[src/source/axi_sram_pkg.sv]
`default_nettype none

package axi_sram_pkg;

    localparam int ADDR_W   = 32;
    localparam int DATA_W   = 32;
    localparam int STRB_W   = DATA_W / 8;
    localparam int ID_W     = 8;
    localparam int LEN_W    = 4;
    localparam int SIZE_W   = 3;
    localparam int MAX_SIZE = 2; // Four bytes per beat

    typedef enum logic [1:0] {
        FIXED = 2'b00,
        INCR  = 2'b01,
        WRAP  = 2'b10
    } burst_t;

    typedef enum logic [1:0] {
        OKAY   = 2'b00,
        EXOKAY = 2'b01, // Never returned by this slave
        SLVERR = 2'b10,
        DECERR = 2'b11
    } resp_t;

    // Classify a burst at its address transfer
    function automatic resp_t burst_resp(
        input logic [ADDR_W-1:0] addr,
        input logic [LEN_W-1:0]  len,
        input logic [SIZE_W-1:0] size,
        input logic [1:0]        burst,
        input logic [ADDR_W:0]   base,
        input logic [ADDR_W:0]   win_bytes
    );
        logic [ADDR_W:0] beats;
        logic [ADDR_W:0] last_byte;
        beats     = (burst == FIXED) ? (ADDR_W+1)'(1) : (ADDR_W+1)'(len) + 1'b1;
        last_byte = {1'b0, addr} + (beats << size) - 1'b1;
        if ({1'b0, addr} < base || last_byte >= base + win_bytes) begin
            return DECERR;
        end
        if (size > MAX_SIZE || !(burst inside {FIXED, INCR})) begin
            return SLVERR; // WRAP and reserved codes
        end
        return OKAY;
    endfunction

    function automatic logic [ADDR_W-1:0] next_addr(
        input logic [ADDR_W-1:0] addr,
        input logic [SIZE_W-1:0] size,
        input logic [1:0]        burst
    );
        if (burst == FIXED) begin
            return addr;
        end
        return addr + (ADDR_W'(1) << size);
    endfunction

endpackage

`default_nettype wire

[src/source/sram_access_if.sv]
`timescale 1ns/1ps
`default_nettype none

interface sram_access_if;
    import axi_sram_pkg::*;

    logic              req;
    logic              ack;
    logic              we;
    logic [ADDR_W-1:0] addr;  // Byte offset from the bank base
    logic [DATA_W-1:0] wdata;
    logic [STRB_W-1:0] wstrb;
    logic [DATA_W-1:0] rdata; // Valid while ack is high

    modport client (
        output req,
        output we,
        output addr,
        output wdata,
        output wstrb,
        input  ack,
        input  rdata
    );

    modport bank (
        input  req,
        input  we,
        input  addr,
        input  wdata,
        input  wstrb,
        output ack,
        output rdata
    );

endinterface

`default_nettype wire

[src/source/axi_read_ctrl.sv]
`timescale 1ns/1ps
`default_nettype none

module axi_read_ctrl #(
    parameter int                              MEM_WORDS = 16384,
    parameter logic [axi_sram_pkg::ADDR_W-1:0] BASE_ADDR = 32'h0001_0000
) (
    input  wire                              ACLK,
    input  wire                              ARESETn,
    input  wire  [axi_sram_pkg::ID_W-1:0]    arid,
    input  wire  [axi_sram_pkg::ADDR_W-1:0]  araddr,
    input  wire  [axi_sram_pkg::LEN_W-1:0]   arlen,
    input  wire  [axi_sram_pkg::SIZE_W-1:0]  arsize,
    input  wire  [1:0]                       arburst,
    input  wire                              arvalid,
    output logic                             arready,
    output logic [axi_sram_pkg::ID_W-1:0]    rid,
    output logic [axi_sram_pkg::DATA_W-1:0]  rdata,
    output logic [1:0]                       rresp,
    output logic                             rlast,
    output logic                             rvalid,
    input  wire                              rready,
    sram_access_if.client                    mem
);
    import axi_sram_pkg::*;

    localparam logic [ADDR_W:0] WIN_BYTES = (ADDR_W+1)'(MEM_WORDS * STRB_W);
    localparam logic [ADDR_W:0] BASE_EXT  = {1'b0, BASE_ADDR};

    typedef enum logic [1:0] {
        R_IDLE,
        R_REQ,
        R_DROP,
        R_VALID
    } rstate_t;

    rstate_t           state_q;
    logic [LEN_W-1:0]  beat_q;
    logic [LEN_W-1:0]  len_q;
    logic [LEN_W-1:0]  xfer_q; // R transfers so far in this burst
    logic [ADDR_W-1:0] addr_q;
    logic [SIZE_W-1:0] size_q;
    logic [1:0]        burst_q;
    logic [ID_W-1:0]   id_q;
    resp_t             resp_q;
    resp_t             ar_resp;
    logic [DATA_W-1:0] rdata_q;
    logic              last_beat;
    logic              ar_fire;
    logic              r_fire;

    assign ar_resp   = burst_resp(araddr, arlen, arsize, arburst, BASE_EXT, WIN_BYTES);
    assign ar_fire   = arvalid && arready;
    assign r_fire    = rvalid && rready;
    assign last_beat = (beat_q == len_q);

    always_ff @(posedge ACLK or negedge ARESETn) begin
        if (!ARESETn) begin
            state_q <= R_IDLE;
            beat_q  <= '0;
        end else begin
            case (state_q)
                R_IDLE: begin
                    beat_q <= '0;
                    if (arvalid) begin
                        if (ar_resp == OKAY) begin
                            state_q <= R_REQ;
                        end else begin
                            state_q <= R_VALID; // Error beats need no access
                        end
                    end
                end
                R_REQ: begin
                    if (mem.ack) begin
                        state_q <= R_DROP;
                    end
                end
                R_DROP: begin
                    if (!mem.ack) begin
                        state_q <= R_VALID;
                    end
                end
                R_VALID: begin
                    if (rready) begin
                        if (last_beat) begin
                            state_q <= R_IDLE;
                        end else begin
                            beat_q <= beat_q + 1'b1;
                            if (resp_q == OKAY) begin
                                state_q <= R_REQ;
                            end
                        end
                    end
                end
                default: state_q <= R_IDLE;
            endcase
        end
    end

    always_ff @(posedge ACLK) begin
        if (ar_fire) begin
            addr_q  <= araddr;
            size_q  <= arsize;
            burst_q <= arburst;
            len_q   <= arlen;
            id_q    <= arid;
            resp_q  <= ar_resp;
            rdata_q <= '0; // Stays zero for error bursts
        end else if (r_fire && !last_beat) begin
            addr_q  <= next_addr(addr_q, size_q, burst_q);
        end
        if (state_q == R_REQ && mem.ack) begin
            rdata_q <= mem.rdata;
        end
    end

    // Counted from the R handshake alone
    always_ff @(posedge ACLK or negedge ARESETn) begin
        if (!ARESETn) begin
            xfer_q <= '0;
        end else if (ar_fire) begin
            xfer_q <= '0;
        end else if (r_fire) begin
            xfer_q <= xfer_q + 1'b1;
        end
    end

    assign arready   = (state_q == R_IDLE);
    assign rvalid    = (state_q == R_VALID);
    assign rlast     = rvalid && last_beat;
    assign rid       = id_q;
    assign rresp     = resp_q;
    assign rdata     = rdata_q;
    assign mem.req   = (state_q == R_REQ);
    assign mem.we    = 1'b0;
    assign mem.addr  = addr_q - BASE_ADDR;
    assign mem.wdata = '0;
    assign mem.wstrb = '0;

    assert property (@(posedge ACLK) disable iff (!ARESETn)
        rvalid && !rready |=> rvalid && $stable({rid, rdata, rresp, rlast}));

    // Last flag only on the beat numbered arlen
    assert property (@(posedge ACLK) disable iff (!ARESETn)
        rvalid |-> (rlast == (xfer_q == len_q)));

endmodule

`default_nettype wire

[src/flat_wrapper.sv]
// flat-port wrapper written by rule: the top's interface ports become plain ports
module axi_read_ctrl_flat import axi_sram_pkg::*;
#(
    parameter int                              MEM_WORDS = 16384,
    parameter logic [axi_sram_pkg::ADDR_W-1:0] BASE_ADDR = 32'h0001_0000
)
  (ACLK, ARESETn, arid, araddr, arlen, arsize, arburst, arvalid, arready, rid, rdata, rresp, rlast, rvalid, rready, mem_req, mem_we, mem_addr, mem_wdata, mem_wstrb, mem_ack, mem_rdata);
  sram_access_if mem_i ();
  input  wire ACLK;
  input  wire ARESETn;
  input  wire  [axi_sram_pkg::ID_W-1:0] arid;
  input  wire  [axi_sram_pkg::ADDR_W-1:0] araddr;
  input  wire  [axi_sram_pkg::LEN_W-1:0] arlen;
  input  wire  [axi_sram_pkg::SIZE_W-1:0] arsize;
  input  wire  [1:0] arburst;
  input  wire arvalid;
  output logic arready;
  output logic [axi_sram_pkg::ID_W-1:0] rid;
  output logic [axi_sram_pkg::DATA_W-1:0] rdata;
  output logic [1:0] rresp;
  output logic rlast;
  output logic rvalid;
  input  wire rready;
  output wire logic [$bits(mem_i.req)-1:0] mem_req;
  output wire logic [$bits(mem_i.we)-1:0] mem_we;
  output wire logic [$bits(mem_i.addr)-1:0] mem_addr;
  output wire logic [$bits(mem_i.wdata)-1:0] mem_wdata;
  output wire logic [$bits(mem_i.wstrb)-1:0] mem_wstrb;
  input wire logic [$bits(mem_i.ack)-1:0] mem_ack;
  input wire logic [$bits(mem_i.rdata)-1:0] mem_rdata;
  assign mem_req = mem_i.req;
  assign mem_we = mem_i.we;
  assign mem_addr = mem_i.addr;
  assign mem_wdata = mem_i.wdata;
  assign mem_wstrb = mem_i.wstrb;
  assign mem_i.ack = mem_ack;
  assign mem_i.rdata = mem_rdata;
  axi_read_ctrl #(.MEM_WORDS(MEM_WORDS), .BASE_ADDR(BASE_ADDR)) u_core (.ACLK(ACLK), .ARESETn(ARESETn), .arid(arid), .araddr(araddr), .arlen(arlen), .arsize(arsize), .arburst(arburst), .arvalid(arvalid), .arready(arready), .rid(rid), .rdata(rdata), .rresp(rresp), .rlast(rlast), .rvalid(rvalid), .rready(rready), .mem(mem_i));
endmodule
[config.mk]
export PLATFORM = sky130hd
export DESIGN_NAME = axi_read_ctrl_flat
export DESIGN_NICKNAME = d
export VERILOG_FILES = /design/src/source/axi_sram_pkg.sv /design/src/source/sram_access_if.sv /design/src/source/axi_read_ctrl.sv /design/src/flat_wrapper.sv
export SDC_FILE = /design/constraint.sdc
export NUM_CORES = 1
export LEC_CHECK = 0
export BUFFER_PORTS_ARGS = -buffer_cell sky130_fd_sc_hd__clkbuf_2
export CORE_ASPECT_RATIO = 0.9
export CORE_UTILIZATION = 59
export DETAILED_ROUTE_END_ITERATION = 7
export GPL_ROUTABILITY_DRIVEN = 0
export HOLD_SLACK_MARGIN = 0.15
export PLACE_DENSITY = 0.87
export RECOVER_POWER = 25
export SYNTH_ARGS = -nofsm -noshare
export SYNTH_HDL_FRONTEND = slang
export SYNTH_SLANG_ARGS = --single-unit
[constraint.sdc]
create_clock -name ACLK -period 6.1 [get_ports ACLK]
set_clock_uncertainty 0.15 [all_clocks]
set_input_delay 0.61 -clock ACLK [delete_from_list [all_inputs] [get_ports ACLK]]
set_output_delay 0.61 -clock ACLK [all_outputs]
set_load 0.03 [all_outputs]
==> flow_summary.toml <==
[yosys]
syn-cell-area_um2 = 8080
async_flop_share_pct = 6.74
yosysWarnings = 0
synthFlopType = "edfxtp_1"
yosysUniqueCellTypes = 82
synth_most_common_cell = "inv_1"
synth_area_leaders = "edfxtp_1, ha_1, buf_4"
postSynthCellCount = 930
yosysTopAreaCell = "edfxtp_1"
yosysSeqAreaShare_pct = 32.7
synth-edff-count = 83
yosysTopAreaCellShare_pct = 30.9
ys_ff_latch = 89
synth_commonest_cells = "inv_1, edfxtp_1, nor2_1"
synth.avg_cell_area_um2 = 8.68

[die]
start_util_pct = 60.4
dieHeight_um = 113
core_um2 = 13400
chipWidth_um = 125
io_pins = 201
dieArea_um2 = 14200
row_count = 40

[worst_setup_path]
worstPathRequired_ps = 6030
reg2reg_to = "u_core.addr_q[22]$_DFFE_PP_"
reg2reg_depth = 14
reg2reg_from = "u_core.size_q[0]$_DFFE_PP_"
worstPathArrival_ps = 4860
endpoint_kind = "flip-flop"
crit_path_start_kind = "primary input"
crit_fanout = 13
r2r_setup_slack_ps = 2460
critPathKind = "in2reg"

[sta]
drv_slew = 0
rsz0062_at_grt = "no"
worstMarginPinSlew_ps = 1080
fin_setup_tns_ps = 0
timing.final.hold_violations = 0
post-route-period-util_pct = 80.7
slew_headroom_pct = 28.2
fin_crit_ps = 4920
setup_viol = 0
fmax_ghz = 0.203

[global_routing]
grt_max_degree = 64
use_met3_pct = 3.83
grt_pass1_vias = 6582
antenna_found_initial = 0
grt-busiest-layer = "met2"
grtUsageTotal_pct = 28.9
grtUsageMet1_pct = 38.7
grt_pass1_wl_mm = 32.6
grt-ovfl-total = 0
grt_util_met2_pct = 48.3

[power_and_ir_drop]
ir_drop_mv = 0.168
power_leakage_nw = 4.16
design_power_total_w = 0.00311
pwr_density_cell_nw_per_um2 = 344

[hold_path]
hp-class = "in2reg"
hold_path_startpoint = "arid[7]"
whs_path_depth = 1
min_to = "u_core.rid[7]$_DFFE_PP_"

[cells_and_area]
fin_area_um2 = 9040
drive_gt1_share_pct = 17.4
fin_nets = 1220
area_growth_pct = 11.9
fin_util_pct = 67.6
diodes = 0

[clocking]
postCtsHoldBufs = 1
h-tree-depth = 3
cts-root-buf = "clkbuf_16"
cts_sinks = 89
cts_tree = "built"
post_cts_buffers = 0
clk_latency_ps = 350
cts_resized = 0
cts.clk_slew.worst_paths_ps = 70
cts_buffer_depth = 2
numCtsBuffers = 9

[outcome]
status = "complete, but fails checks"
violations = "DRC"

[route]
wirelength_mm = 20.7
vias = 7403
vias_per_cell = 5.99
firstDrtPassIters = 8
wl_per_cell_um = 16.8
drtIter0Drc = 948
drc = 18
antenna_left = 0

[placement]
post_dp_cell_area_um2 = 8750
hpwl_mm = 16.3
io_buffers = 163

[flow_run]
maxCapViolCount = 0
## power by group
part	switching (W)	internal (W)	total [W]
clock network	0.000244	0.000323	0.000567
registers	0.000141	0.000935	0.00108
logic	0.00101	0.000458	0.00147
total	0.00140	0.00172	0.00311
## worst max-delay path, stage by stage
cell      delay [ps]
clkbuf_1         400
nand4b_1         190
o21ai_0          120
a32oi_1          100
nor2_1           270
mux2i_1          120
nor2_1           120
a31oi_1           60
ha_1             290
inv_1             40
ha_1             280
o211ai_1         100
o211a_1          230
or3_1            420
a31oi_1          440
o21ai_1          150
xor2_1           180
or3b_1           360
nor4_1           250
nand3_1          120
## cell families after synthesis
logic type / share of synthesized area, %
xor gates and xnor gates: 5.53
buffers and inverters: 10.8
adders and majority gates: 11.2
AOI/OAI and AO/OA: 16.5
and+or+nand+nor: 22.2
other: 0.0464
DFF: 32.7
muxes: 1.05
## final cells by class
type,count,area [µm²]
Timing Repair Buffer,170,846
Fill cell,1100,4320
Tap cell,168,210
Multi-Input combinational cell,703,4700
Clock buffer,10,229
Clock inverter,6,72.6
Inverter,90,338
Sequential cell,89,2640
## layer usage
layer	vias up	share of wire, %
met5	-	0
li1	3519	-
met2	430	47
met4	0	2.4
met1	3408	41
met3	46	9.7
## how the worst max path moves through the flow
stage	from	slack, ps	to	cells after the start
floorplan	arlen[0]	1600	u_core.rresp[1]$_DFFE_PP_	16
global route	arlen[0]	800	u_core.rresp[1]$_DFFE_PP_	21
finish	arsize[0]	1180	u_core.rresp[1]$_DFFE_PP_	20
global placement	arlen[0]	1140	u_core.rresp[1]$_DFFE_PP_	19
CTS	arlen[0]	1340	u_core.rresp[1]$_DFFE_PP_	19
detailed placement	arlen[0]	1000	u_core.rresp[1]$_DFFE_PP_	19
## layout by cell type (no fill, tap or decap), drive strengths merged, types with 8 or more instances in the layout
master / Yosys / final
edfxtp: 83 / 83
nand2b: 8 / 8
a21o: 13 / 13
xor2: 21 / 21
inv: 90 / 93
and3: 47 / 47
o21ai: 42 / 42
nand3: 22 / 22
nor2: 75 / 75
nor3: 10 / 10
nor4: 8 / 8
a21oi: 71 / 71
nor2b: 18 / 18
nand2: 69 / 69
xnor2: 30 / 30
nand4: 18 / 18
ha: 69 / 69
clkbuf: 24 / 174
nor3b: 8 / 8
a211oi: 15 / 15
conb: 1 / 37
and2: 8 / 8
## state kept, by name (all words and copies together) (netlist names)
name and count:
u_core.addr_q 32, u_core.rid 8, u_core.rresp 2, u_core.len_q 4
u_core.burst_q 2, u_core.rdata 32, u_core.size_q 3, u_core.state_q 2
u_core.beat_q 4
## through the flow
step	cells	setup WS [ps]	hold WS (ps)
after global routing	1236	796	279
after CTS	1236	1340	280
final	1236	1180	286
after floorplan	966	1600	164
after detailed placement	1219	999	305
after global placement	1219	1140	304
Power figures use the tool's default switching activity.
