<file path="config.mk">
export PLATFORM = sky130hd
export DESIGN_NAME = axi_write_ctrl_flat
export DESIGN_NICKNAME = d
export VERILOG_FILES = /design/src/source/axi_sram_pkg.sv /design/src/source/sram_access_if.sv /design/src/source/axi_write_ctrl.sv /design/src/flat_wrapper.sv
export SDC_FILE = /design/constraint.sdc
export NUM_CORES = 1
export LEC_CHECK = 0
export BUFFER_PORTS_ARGS = -buffer_cell sky130_fd_sc_hd__buf_2
export CAP_MARGIN = 15
export CORE_MARGIN = 2
export CORE_UTILIZATION = 30
export DETAILED_ROUTE_END_ITERATION = 10
export GPL_ROUTABILITY_DRIVEN = 0
export PLACE_DENSITY = 0.57
export SLEW_MARGIN = 20
export SYNTH_ARGS = -nofsm -noshare
export SYNTH_HDL_FRONTEND = slang
export SYNTH_SLANG_ARGS = --single-unit
</file>
<file path="constraint.sdc">
create_clock -name ACLK -period 8.8 [get_ports ACLK]
set_clock_uncertainty 0.1 [all_clocks]
set_input_delay 0.88 -clock ACLK [delete_from_list [all_inputs] [get_ports ACLK]]
set_output_delay 0.88 -clock ACLK [all_outputs]
set_load 0.03 [all_outputs]
</file>
<file path="src/source/axi_sram_pkg.sv">
`default_nettype none

package axi_sram_pkg;

    localparam int ADDR_W   = 32;
    localparam int DATA_W   = 32;
    localparam int STRB_W   = DATA_W / 8;
    localparam int ID_W     = 8;
    localparam int LEN_W    = 4;
    localparam int SIZE_W   = 3;
    localparam int MAX_SIZE = 2; // Four bytes per beat

    typedef enum logic [1:0] {
        FIXED = 2'b00,
        INCR  = 2'b01,
        WRAP  = 2'b10
    } burst_t;

    typedef enum logic [1:0] {
        OKAY   = 2'b00,
        EXOKAY = 2'b01, // Never returned by this slave
        SLVERR = 2'b10,
        DECERR = 2'b11
    } resp_t;

    // Classify a burst at its address transfer
    function automatic resp_t burst_resp(
        input logic [ADDR_W-1:0] addr,
        input logic [LEN_W-1:0]  len,
        input logic [SIZE_W-1:0] size,
        input logic [1:0]        burst,
        input logic [ADDR_W:0]   base,
        input logic [ADDR_W:0]   win_bytes
    );
        logic [ADDR_W:0] beats;
        logic [ADDR_W:0] last_byte;
        beats     = (burst == FIXED) ? (ADDR_W+1)'(1) : (ADDR_W+1)'(len) + 1'b1;
        last_byte = {1'b0, addr} + (beats << size) - 1'b1;
        if ({1'b0, addr} < base || last_byte >= base + win_bytes) begin
            return DECERR;
        end
        if (size > MAX_SIZE || !(burst inside {FIXED, INCR})) begin
            return SLVERR; // WRAP and reserved codes
        end
        return OKAY;
    endfunction

    function automatic logic [ADDR_W-1:0] next_addr(
        input logic [ADDR_W-1:0] addr,
        input logic [SIZE_W-1:0] size,
        input logic [1:0]        burst
    );
        if (burst == FIXED) begin
            return addr;
        end
        return addr + (ADDR_W'(1) << size);
    endfunction

endpackage

`default_nettype wire

</file>
<file path="src/source/sram_access_if.sv">
`timescale 1ns/1ps
`default_nettype none

interface sram_access_if;
    import axi_sram_pkg::*;

    logic              req;
    logic              ack;
    logic              we;
    logic [ADDR_W-1:0] addr;  // Byte offset from the bank base
    logic [DATA_W-1:0] wdata;
    logic [STRB_W-1:0] wstrb;
    logic [DATA_W-1:0] rdata; // Valid while ack is high

    modport client (
        output req,
        output we,
        output addr,
        output wdata,
        output wstrb,
        input  ack,
        input  rdata
    );

    modport bank (
        input  req,
        input  we,
        input  addr,
        input  wdata,
        input  wstrb,
        output ack,
        output rdata
    );

endinterface

`default_nettype wire

</file>
<file path="src/source/axi_write_ctrl.sv">
`timescale 1ns/1ps
`default_nettype none

module axi_write_ctrl #(
    parameter int                              MEM_WORDS = 16384,
    parameter logic [axi_sram_pkg::ADDR_W-1:0] BASE_ADDR = 32'h0001_0000
) (
    input  wire                              ACLK,
    input  wire                              ARESETn,
    input  wire  [axi_sram_pkg::ID_W-1:0]    awid,
    input  wire  [axi_sram_pkg::ADDR_W-1:0]  awaddr,
    input  wire  [axi_sram_pkg::LEN_W-1:0]   awlen,
    input  wire  [axi_sram_pkg::SIZE_W-1:0]  awsize,
    input  wire  [1:0]                       awburst,
    input  wire                              awvalid,
    output logic                             awready,
    input  wire  [axi_sram_pkg::DATA_W-1:0]  wdata,
    input  wire  [axi_sram_pkg::STRB_W-1:0]  wstrb,
    input  wire                              wlast,
    input  wire                              wvalid,
    output logic                             wready,
    output logic [axi_sram_pkg::ID_W-1:0]    bid,
    output logic [1:0]                       bresp,
    output logic                             bvalid,
    input  wire                              bready,
    sram_access_if.client                    mem
);
    import axi_sram_pkg::*;

    localparam logic [ADDR_W:0] WIN_BYTES = (ADDR_W+1)'(MEM_WORDS * STRB_W);
    localparam logic [ADDR_W:0] BASE_EXT  = {1'b0, BASE_ADDR};

    typedef enum logic [2:0] {
        W_IDLE,
        W_DATA,
        W_REQ,
        W_DROP,
        W_SKIP,
        W_RESP
    } wstate_t;

    wstate_t           state_q;
    logic [ADDR_W-1:0] addr_q;
    logic [SIZE_W-1:0] size_q;
    logic [1:0]        burst_q;
    logic [ID_W-1:0]   id_q;
    resp_t             resp_q;
    resp_t             aw_resp;
    logic [DATA_W-1:0] wdata_q;
    logic [STRB_W-1:0] wstrb_q;
    logic              last_q;
    logic              aw_fire;
    logic              w_fire;
    logic              beat_done;

    assign aw_resp   = burst_resp(awaddr, awlen, awsize, awburst, BASE_EXT, WIN_BYTES);
    assign aw_fire   = awvalid && awready;
    assign w_fire    = wvalid && wready;
    assign beat_done = (state_q == W_DROP) && !mem.ack; // Four-phase cycle closed

    always_ff @(posedge ACLK or negedge ARESETn) begin
        if (!ARESETn) begin
            state_q <= W_IDLE;
        end else begin
            case (state_q)
                W_IDLE: begin
                    if (awvalid) begin
                        state_q <= W_DATA;
                    end
                end
                W_DATA: begin
                    if (wvalid) begin
                        if (resp_q == OKAY) begin
                            state_q <= W_REQ;
                        end else begin
                            state_q <= W_SKIP; // Beat dropped, no access
                        end
                    end
                end
                W_REQ: begin
                    if (mem.ack) begin
                        state_q <= W_DROP;
                    end
                end
                W_DROP, W_SKIP: begin
                    if (state_q == W_SKIP || !mem.ack) begin
                        state_q <= last_q ? W_RESP : W_DATA;
                    end
                end
                W_RESP: begin
                    if (bready) begin
                        state_q <= W_IDLE;
                    end
                end
                default: state_q <= W_IDLE;
            endcase
        end
    end

    always_ff @(posedge ACLK) begin
        if (aw_fire) begin
            addr_q  <= awaddr;
            size_q  <= awsize;
            burst_q <= awburst;
            id_q    <= awid;
            resp_q  <= aw_resp;
        end else if (beat_done) begin
            addr_q  <= next_addr(addr_q, size_q, burst_q);
        end
        if (w_fire) begin
            wdata_q <= wdata;
            wstrb_q <= wstrb;
            last_q  <= wlast;
        end
    end

    assign awready   = (state_q == W_IDLE);
    assign wready    = (state_q == W_DATA);
    assign bvalid    = (state_q == W_RESP);
    assign bid       = id_q;
    assign bresp     = resp_q;
    assign mem.req   = (state_q == W_REQ);
    assign mem.we    = 1'b1;
    assign mem.addr  = addr_q - BASE_ADDR;
    assign mem.wdata = wdata_q;
    assign mem.wstrb = wstrb_q;

    // Client side of the handshake with the bank
    assert property (@(posedge ACLK) disable iff (!ARESETn)
        mem.req && !mem.ack |=> mem.req);

    assert property (@(posedge ACLK) disable iff (!ARESETn)
        bvalid && !bready |=> bvalid && $stable(bresp) && $stable(bid));

endmodule

`default_nettype wire

</file>
<file path="src/flat_wrapper.sv">
// flat-port wrapper written by rule: the top's interface ports become plain ports
module axi_write_ctrl_flat import axi_sram_pkg::*;
#(
    parameter int                              MEM_WORDS = 16384,
    parameter logic [axi_sram_pkg::ADDR_W-1:0] BASE_ADDR = 32'h0001_0000
)
  (ACLK, ARESETn, awid, awaddr, awlen, awsize, awburst, awvalid, awready, wdata, wstrb, wlast, wvalid, wready, bid, bresp, bvalid, bready, mem_req, mem_we, mem_addr, mem_wdata, mem_wstrb, mem_ack, mem_rdata);
  sram_access_if mem_i ();
  input  wire ACLK;
  input  wire ARESETn;
  input  wire  [axi_sram_pkg::ID_W-1:0] awid;
  input  wire  [axi_sram_pkg::ADDR_W-1:0] awaddr;
  input  wire  [axi_sram_pkg::LEN_W-1:0] awlen;
  input  wire  [axi_sram_pkg::SIZE_W-1:0] awsize;
  input  wire  [1:0] awburst;
  input  wire awvalid;
  output logic awready;
  input  wire  [axi_sram_pkg::DATA_W-1:0] wdata;
  input  wire  [axi_sram_pkg::STRB_W-1:0] wstrb;
  input  wire wlast;
  input  wire wvalid;
  output logic wready;
  output logic [axi_sram_pkg::ID_W-1:0] bid;
  output logic [1:0] bresp;
  output logic bvalid;
  input  wire bready;
  output wire logic [$bits(mem_i.req)-1:0] mem_req;
  output wire logic [$bits(mem_i.we)-1:0] mem_we;
  output wire logic [$bits(mem_i.addr)-1:0] mem_addr;
  output wire logic [$bits(mem_i.wdata)-1:0] mem_wdata;
  output wire logic [$bits(mem_i.wstrb)-1:0] mem_wstrb;
  input wire logic [$bits(mem_i.ack)-1:0] mem_ack;
  input wire logic [$bits(mem_i.rdata)-1:0] mem_rdata;
  assign mem_req = mem_i.req;
  assign mem_we = mem_i.we;
  assign mem_addr = mem_i.addr;
  assign mem_wdata = mem_i.wdata;
  assign mem_wstrb = mem_i.wstrb;
  assign mem_i.ack = mem_ack;
  assign mem_i.rdata = mem_rdata;
  axi_write_ctrl #(.MEM_WORDS(MEM_WORDS), .BASE_ADDR(BASE_ADDR)) u_core (.ACLK(ACLK), .ARESETn(ARESETn), .awid(awid), .awaddr(awaddr), .awlen(awlen), .awsize(awsize), .awburst(awburst), .awvalid(awvalid), .awready(awready), .wdata(wdata), .wstrb(wstrb), .wlast(wlast), .wvalid(wvalid), .wready(wready), .bid(bid), .bresp(bresp), .bvalid(bvalid), .bready(bready), .mem(mem_i));
endmodule
</file>
==> metrics.cfg <==
[status]
status = finished, final reports clean

[floorplanning]
io_pins = 207
die_width_um = 156
placementRows = 55
initial_core_util_pct = 30.5
dieArea_mm2 = 0.0242
core_area_mm2 = 0.0226
die_h_um = 156

[sta]
rsz0062_at_grt = false
drv_slew = 0
whs_ps = 232
tns_ps = 0
relSlewSlack_pct = 35.0
hold_viol = 0
fin_crit_ps = 4870
fin_crit_sh_pct = 55.4
tightest_slew_ps = 974
setup_viol = 0
fmax_mhz = 205

[setup_path]
critPathRequiredTime_ps = 8750
arrival_ps = 4820
r2r_slack_ps = 4930
r2r-end = u_core.addr_q[30]$_DFFE_PP_
crit_start = awburst[1]
reg2reg_depth = 10
setup.worst_path.class = in2reg
cpPeakStageDelay_ps = 640
r2r-start = u_core.size_q[1]$_DFFE_PP_
cp_slowest_cell = a2111oi_0
path_cells = buf_2, or2_2, a31oi_1, nand2_1, o21ai_0, a21oi_1, ha_1, inv_1, ha_1, a211oi_1, nor3_1, a211oi_1, a21boi_0, nor3b_2, xnor2_1, a2111oi_0, nand4_1
cp_max_fo = 8
cp-end-kind = register
cp-start-kind = primary input

[power]
total_power_w = 0.00178
power_frac_comb_pct = 40.5
sw_frac_of_total_pct = 40.1
p_int_w = 0.00107
power_frac_seq_pct = 36.9
clkPwrFrac_pct = 22.6
vdd_drop_max_mv = 0.105
power_density_mw_per_mm2 = 217
power_switching_w = 0.000715
leakage_nw = 3.48

[worst_hold_path]
worstHoldPathType = in2async

[detailed_routing]
vias = 5988
drt-initial-drc-count = 438
wl_um = 18800
dr_wl_met3_um = 922
drt-vias-per-instance = 5.02
wl_per_cell_um = 15.7
dr.pass1.iters = 5
drc = 0
routed.top_layer = met4
drt-met1-wl_um = 8460
final_antenna_net_count = 0
route.met2.wl_um = 9140

[clocking]
post_cts_buffers = 0
clkSinkCount = 87
cts_hold_buf = 0
ctsResizeCount = 0
cts_buffer_depth = 2
cts-root-buf = clkbuf_16
htree_levels = 3
cts_tree = yes
cts_made_buffers = 9
clk_pin_slew_ps = 70
clkLatencyLatePin_ps = 330

[yosys]
ys.warnings.count = 0
avgSynthCellArea_um2 = 9.13
synth-seq-cells = 87
synth_fp_nets = 945
synthCells = 755
synth.distinct_cells = 70
syn_area_mm2 = 0.00689
yosysSeqAreaShare_pct = 37.7
async_flop_share_pct = 3.45
synth_edf_count = 84
synth_ff_type = edfxtp_1

[run]
drv_cap = 0

[finish]
area.growth.synth_to_final_pct = 19.6
fin_nets = 1093
design_area_mm2 = 0.00824
layout_commonest_cell = buf_2
final_cell_mix = buf_2, edfxtp_1, inv_1, ha_1, nand2_1
fin_cells = 1194
drive_above_1_share_pct = 23.0

[global_route]
overflow = 0
grt_pass1_wl_um = 29100
grt.total_usage_pct = 15.2
grt_pass1_vias = 5735
grt_start_max_net_pins = 58
antenna_found_initial = 0

[place]
portBuffers = 173
placedCellCount = 1177
place_area_mm2 = 0.00792
place_hpwl_um = 15300

-- stage by stage --
stage / utilization [%] / setup WS [ps]
2_1_floorplan: - / 4390
5_1_grt: 36.5 / 3620
6_report: 36.5 / 3930
3_3_place_gp: 35.1 / 3720
4_1_cts: 36.5 / 4000
3_5_place_dp: 35.1 / 3660
-- Yosys cell counts, types with 6 or more instances --
cell | n | area share [%]
nor2b_1 | 9 | 0.82
nand2b_1 | 20 | 1.8
nor4_1 | 8 | 0.73
nor2_1 | 55 | 3.0
inv_1 | 77 | 4.2
edfxtp_1 | 84 | 37
nand4_1 | 16 | 1.5
buf_4 | 18 | 2.0
clkbuf_1 | 19 | 1.0
nand3_1 | 18 | 1.3
o21ai_0 | 51 | 3.7
nand2_1 | 62 | 3.4
a21oi_1 | 50 | 3.6
xnor2_1 | 17 | 2.2
ha_1 | 64 | 12
a211oi_1 | 14 | 1.5
xor2_1 | 31 | 3.9
and3_1 | 10 | 0.91
o211ai_1 | 6 | 0.65
a31oi_1 | 6 | 0.54
nor3_1 | 18 | 1.3
-- area by class of cell --
| type | count | area, µm² |
|---|---|---|
| fillers | 2328 | 14300 |
| multi-input cells | 551 | 3790 |
| flip-flops and latches | 87 | 2600 |
| repair buffers | 176 | 888 |
| well taps | 285 | 357 |
| inverters | 78 | 293 |
| clock buffers | 11 | 233 |
| clock inverters | 5 | 83.8 |
| diodes | 1 | 2.50 |
-- power by group through the flow --
stage / Clock [W] / Combinational [W] / Sequential, W
CTS: 0.000413 / 0.000732 / 0.000658
global placement: 0 / 0.000723 / 0.000664
finish: 0.000404 / 0.000723 / 0.000658
detailed placement: 0 / 0.000729 / 0.000666
global route: 0.000431 / 0.000802 / 0.000669
floorplan: 0 / 0.000491 / 0.000708
-- routing by layer --
metal | GRT usage, % | vias up
met3 | 1.67 | 16
met5 | 0 | -
met1 | 19.2 | 2781
met4 | 4.94 | 0
met2 | 27.0 | 188
li1 | - | 3003
-- critical path, delay by kind of cell --
kind | cells | cell delay [ps]
buf+inv | 2 | 150
simple gates | 5 | 960
compound gates | 7 | 2110
xor+xnor | 1 | 90
fa+ha+maj | 2 | 600
-- state kept, by name, indices dropped and copies added (netlist names) --
signal / flops
u_core.bid: 8
u_core.burst_q: 2
u_core.state_q: 3
u_core.mem.wstrb: 4
u_core.bresp: 2
u_core.last_q: 1
u_core.addr_q: 32
u_core.mem.wdata: 32
u_core.size_q: 3
-- how the worst max path moves through the flow --
stage                                    endpoint  cells after the start
finish              u_core.bresp[1]$_SDFFCE_PP1P_                     17
global route        u_core.bresp[1]$_SDFFCE_PP1P_                     17
CTS                 u_core.bresp[1]$_SDFFCE_PP1P_                     17
detailed placement  u_core.bresp[1]$_SDFFCE_PP1P_                     17
global placement    u_core.bresp[1]$_SDFFCE_PP1P_                     17
floorplan           u_core.bresp[1]$_SDFFCE_PP1P_                     17
-- kinds of logic after synthesis --
group	after synthesis	synth area share (%)
mux	6	0.890
xor+xnor	48	6.10
flops	87	37.7
simple gates	254	19.3
fa+ha+maj	66	12.2
other cells	1	0.0544
compound gates	176	16.4
buf+inv	117	7.39
(Power assumes the default switching activity.)
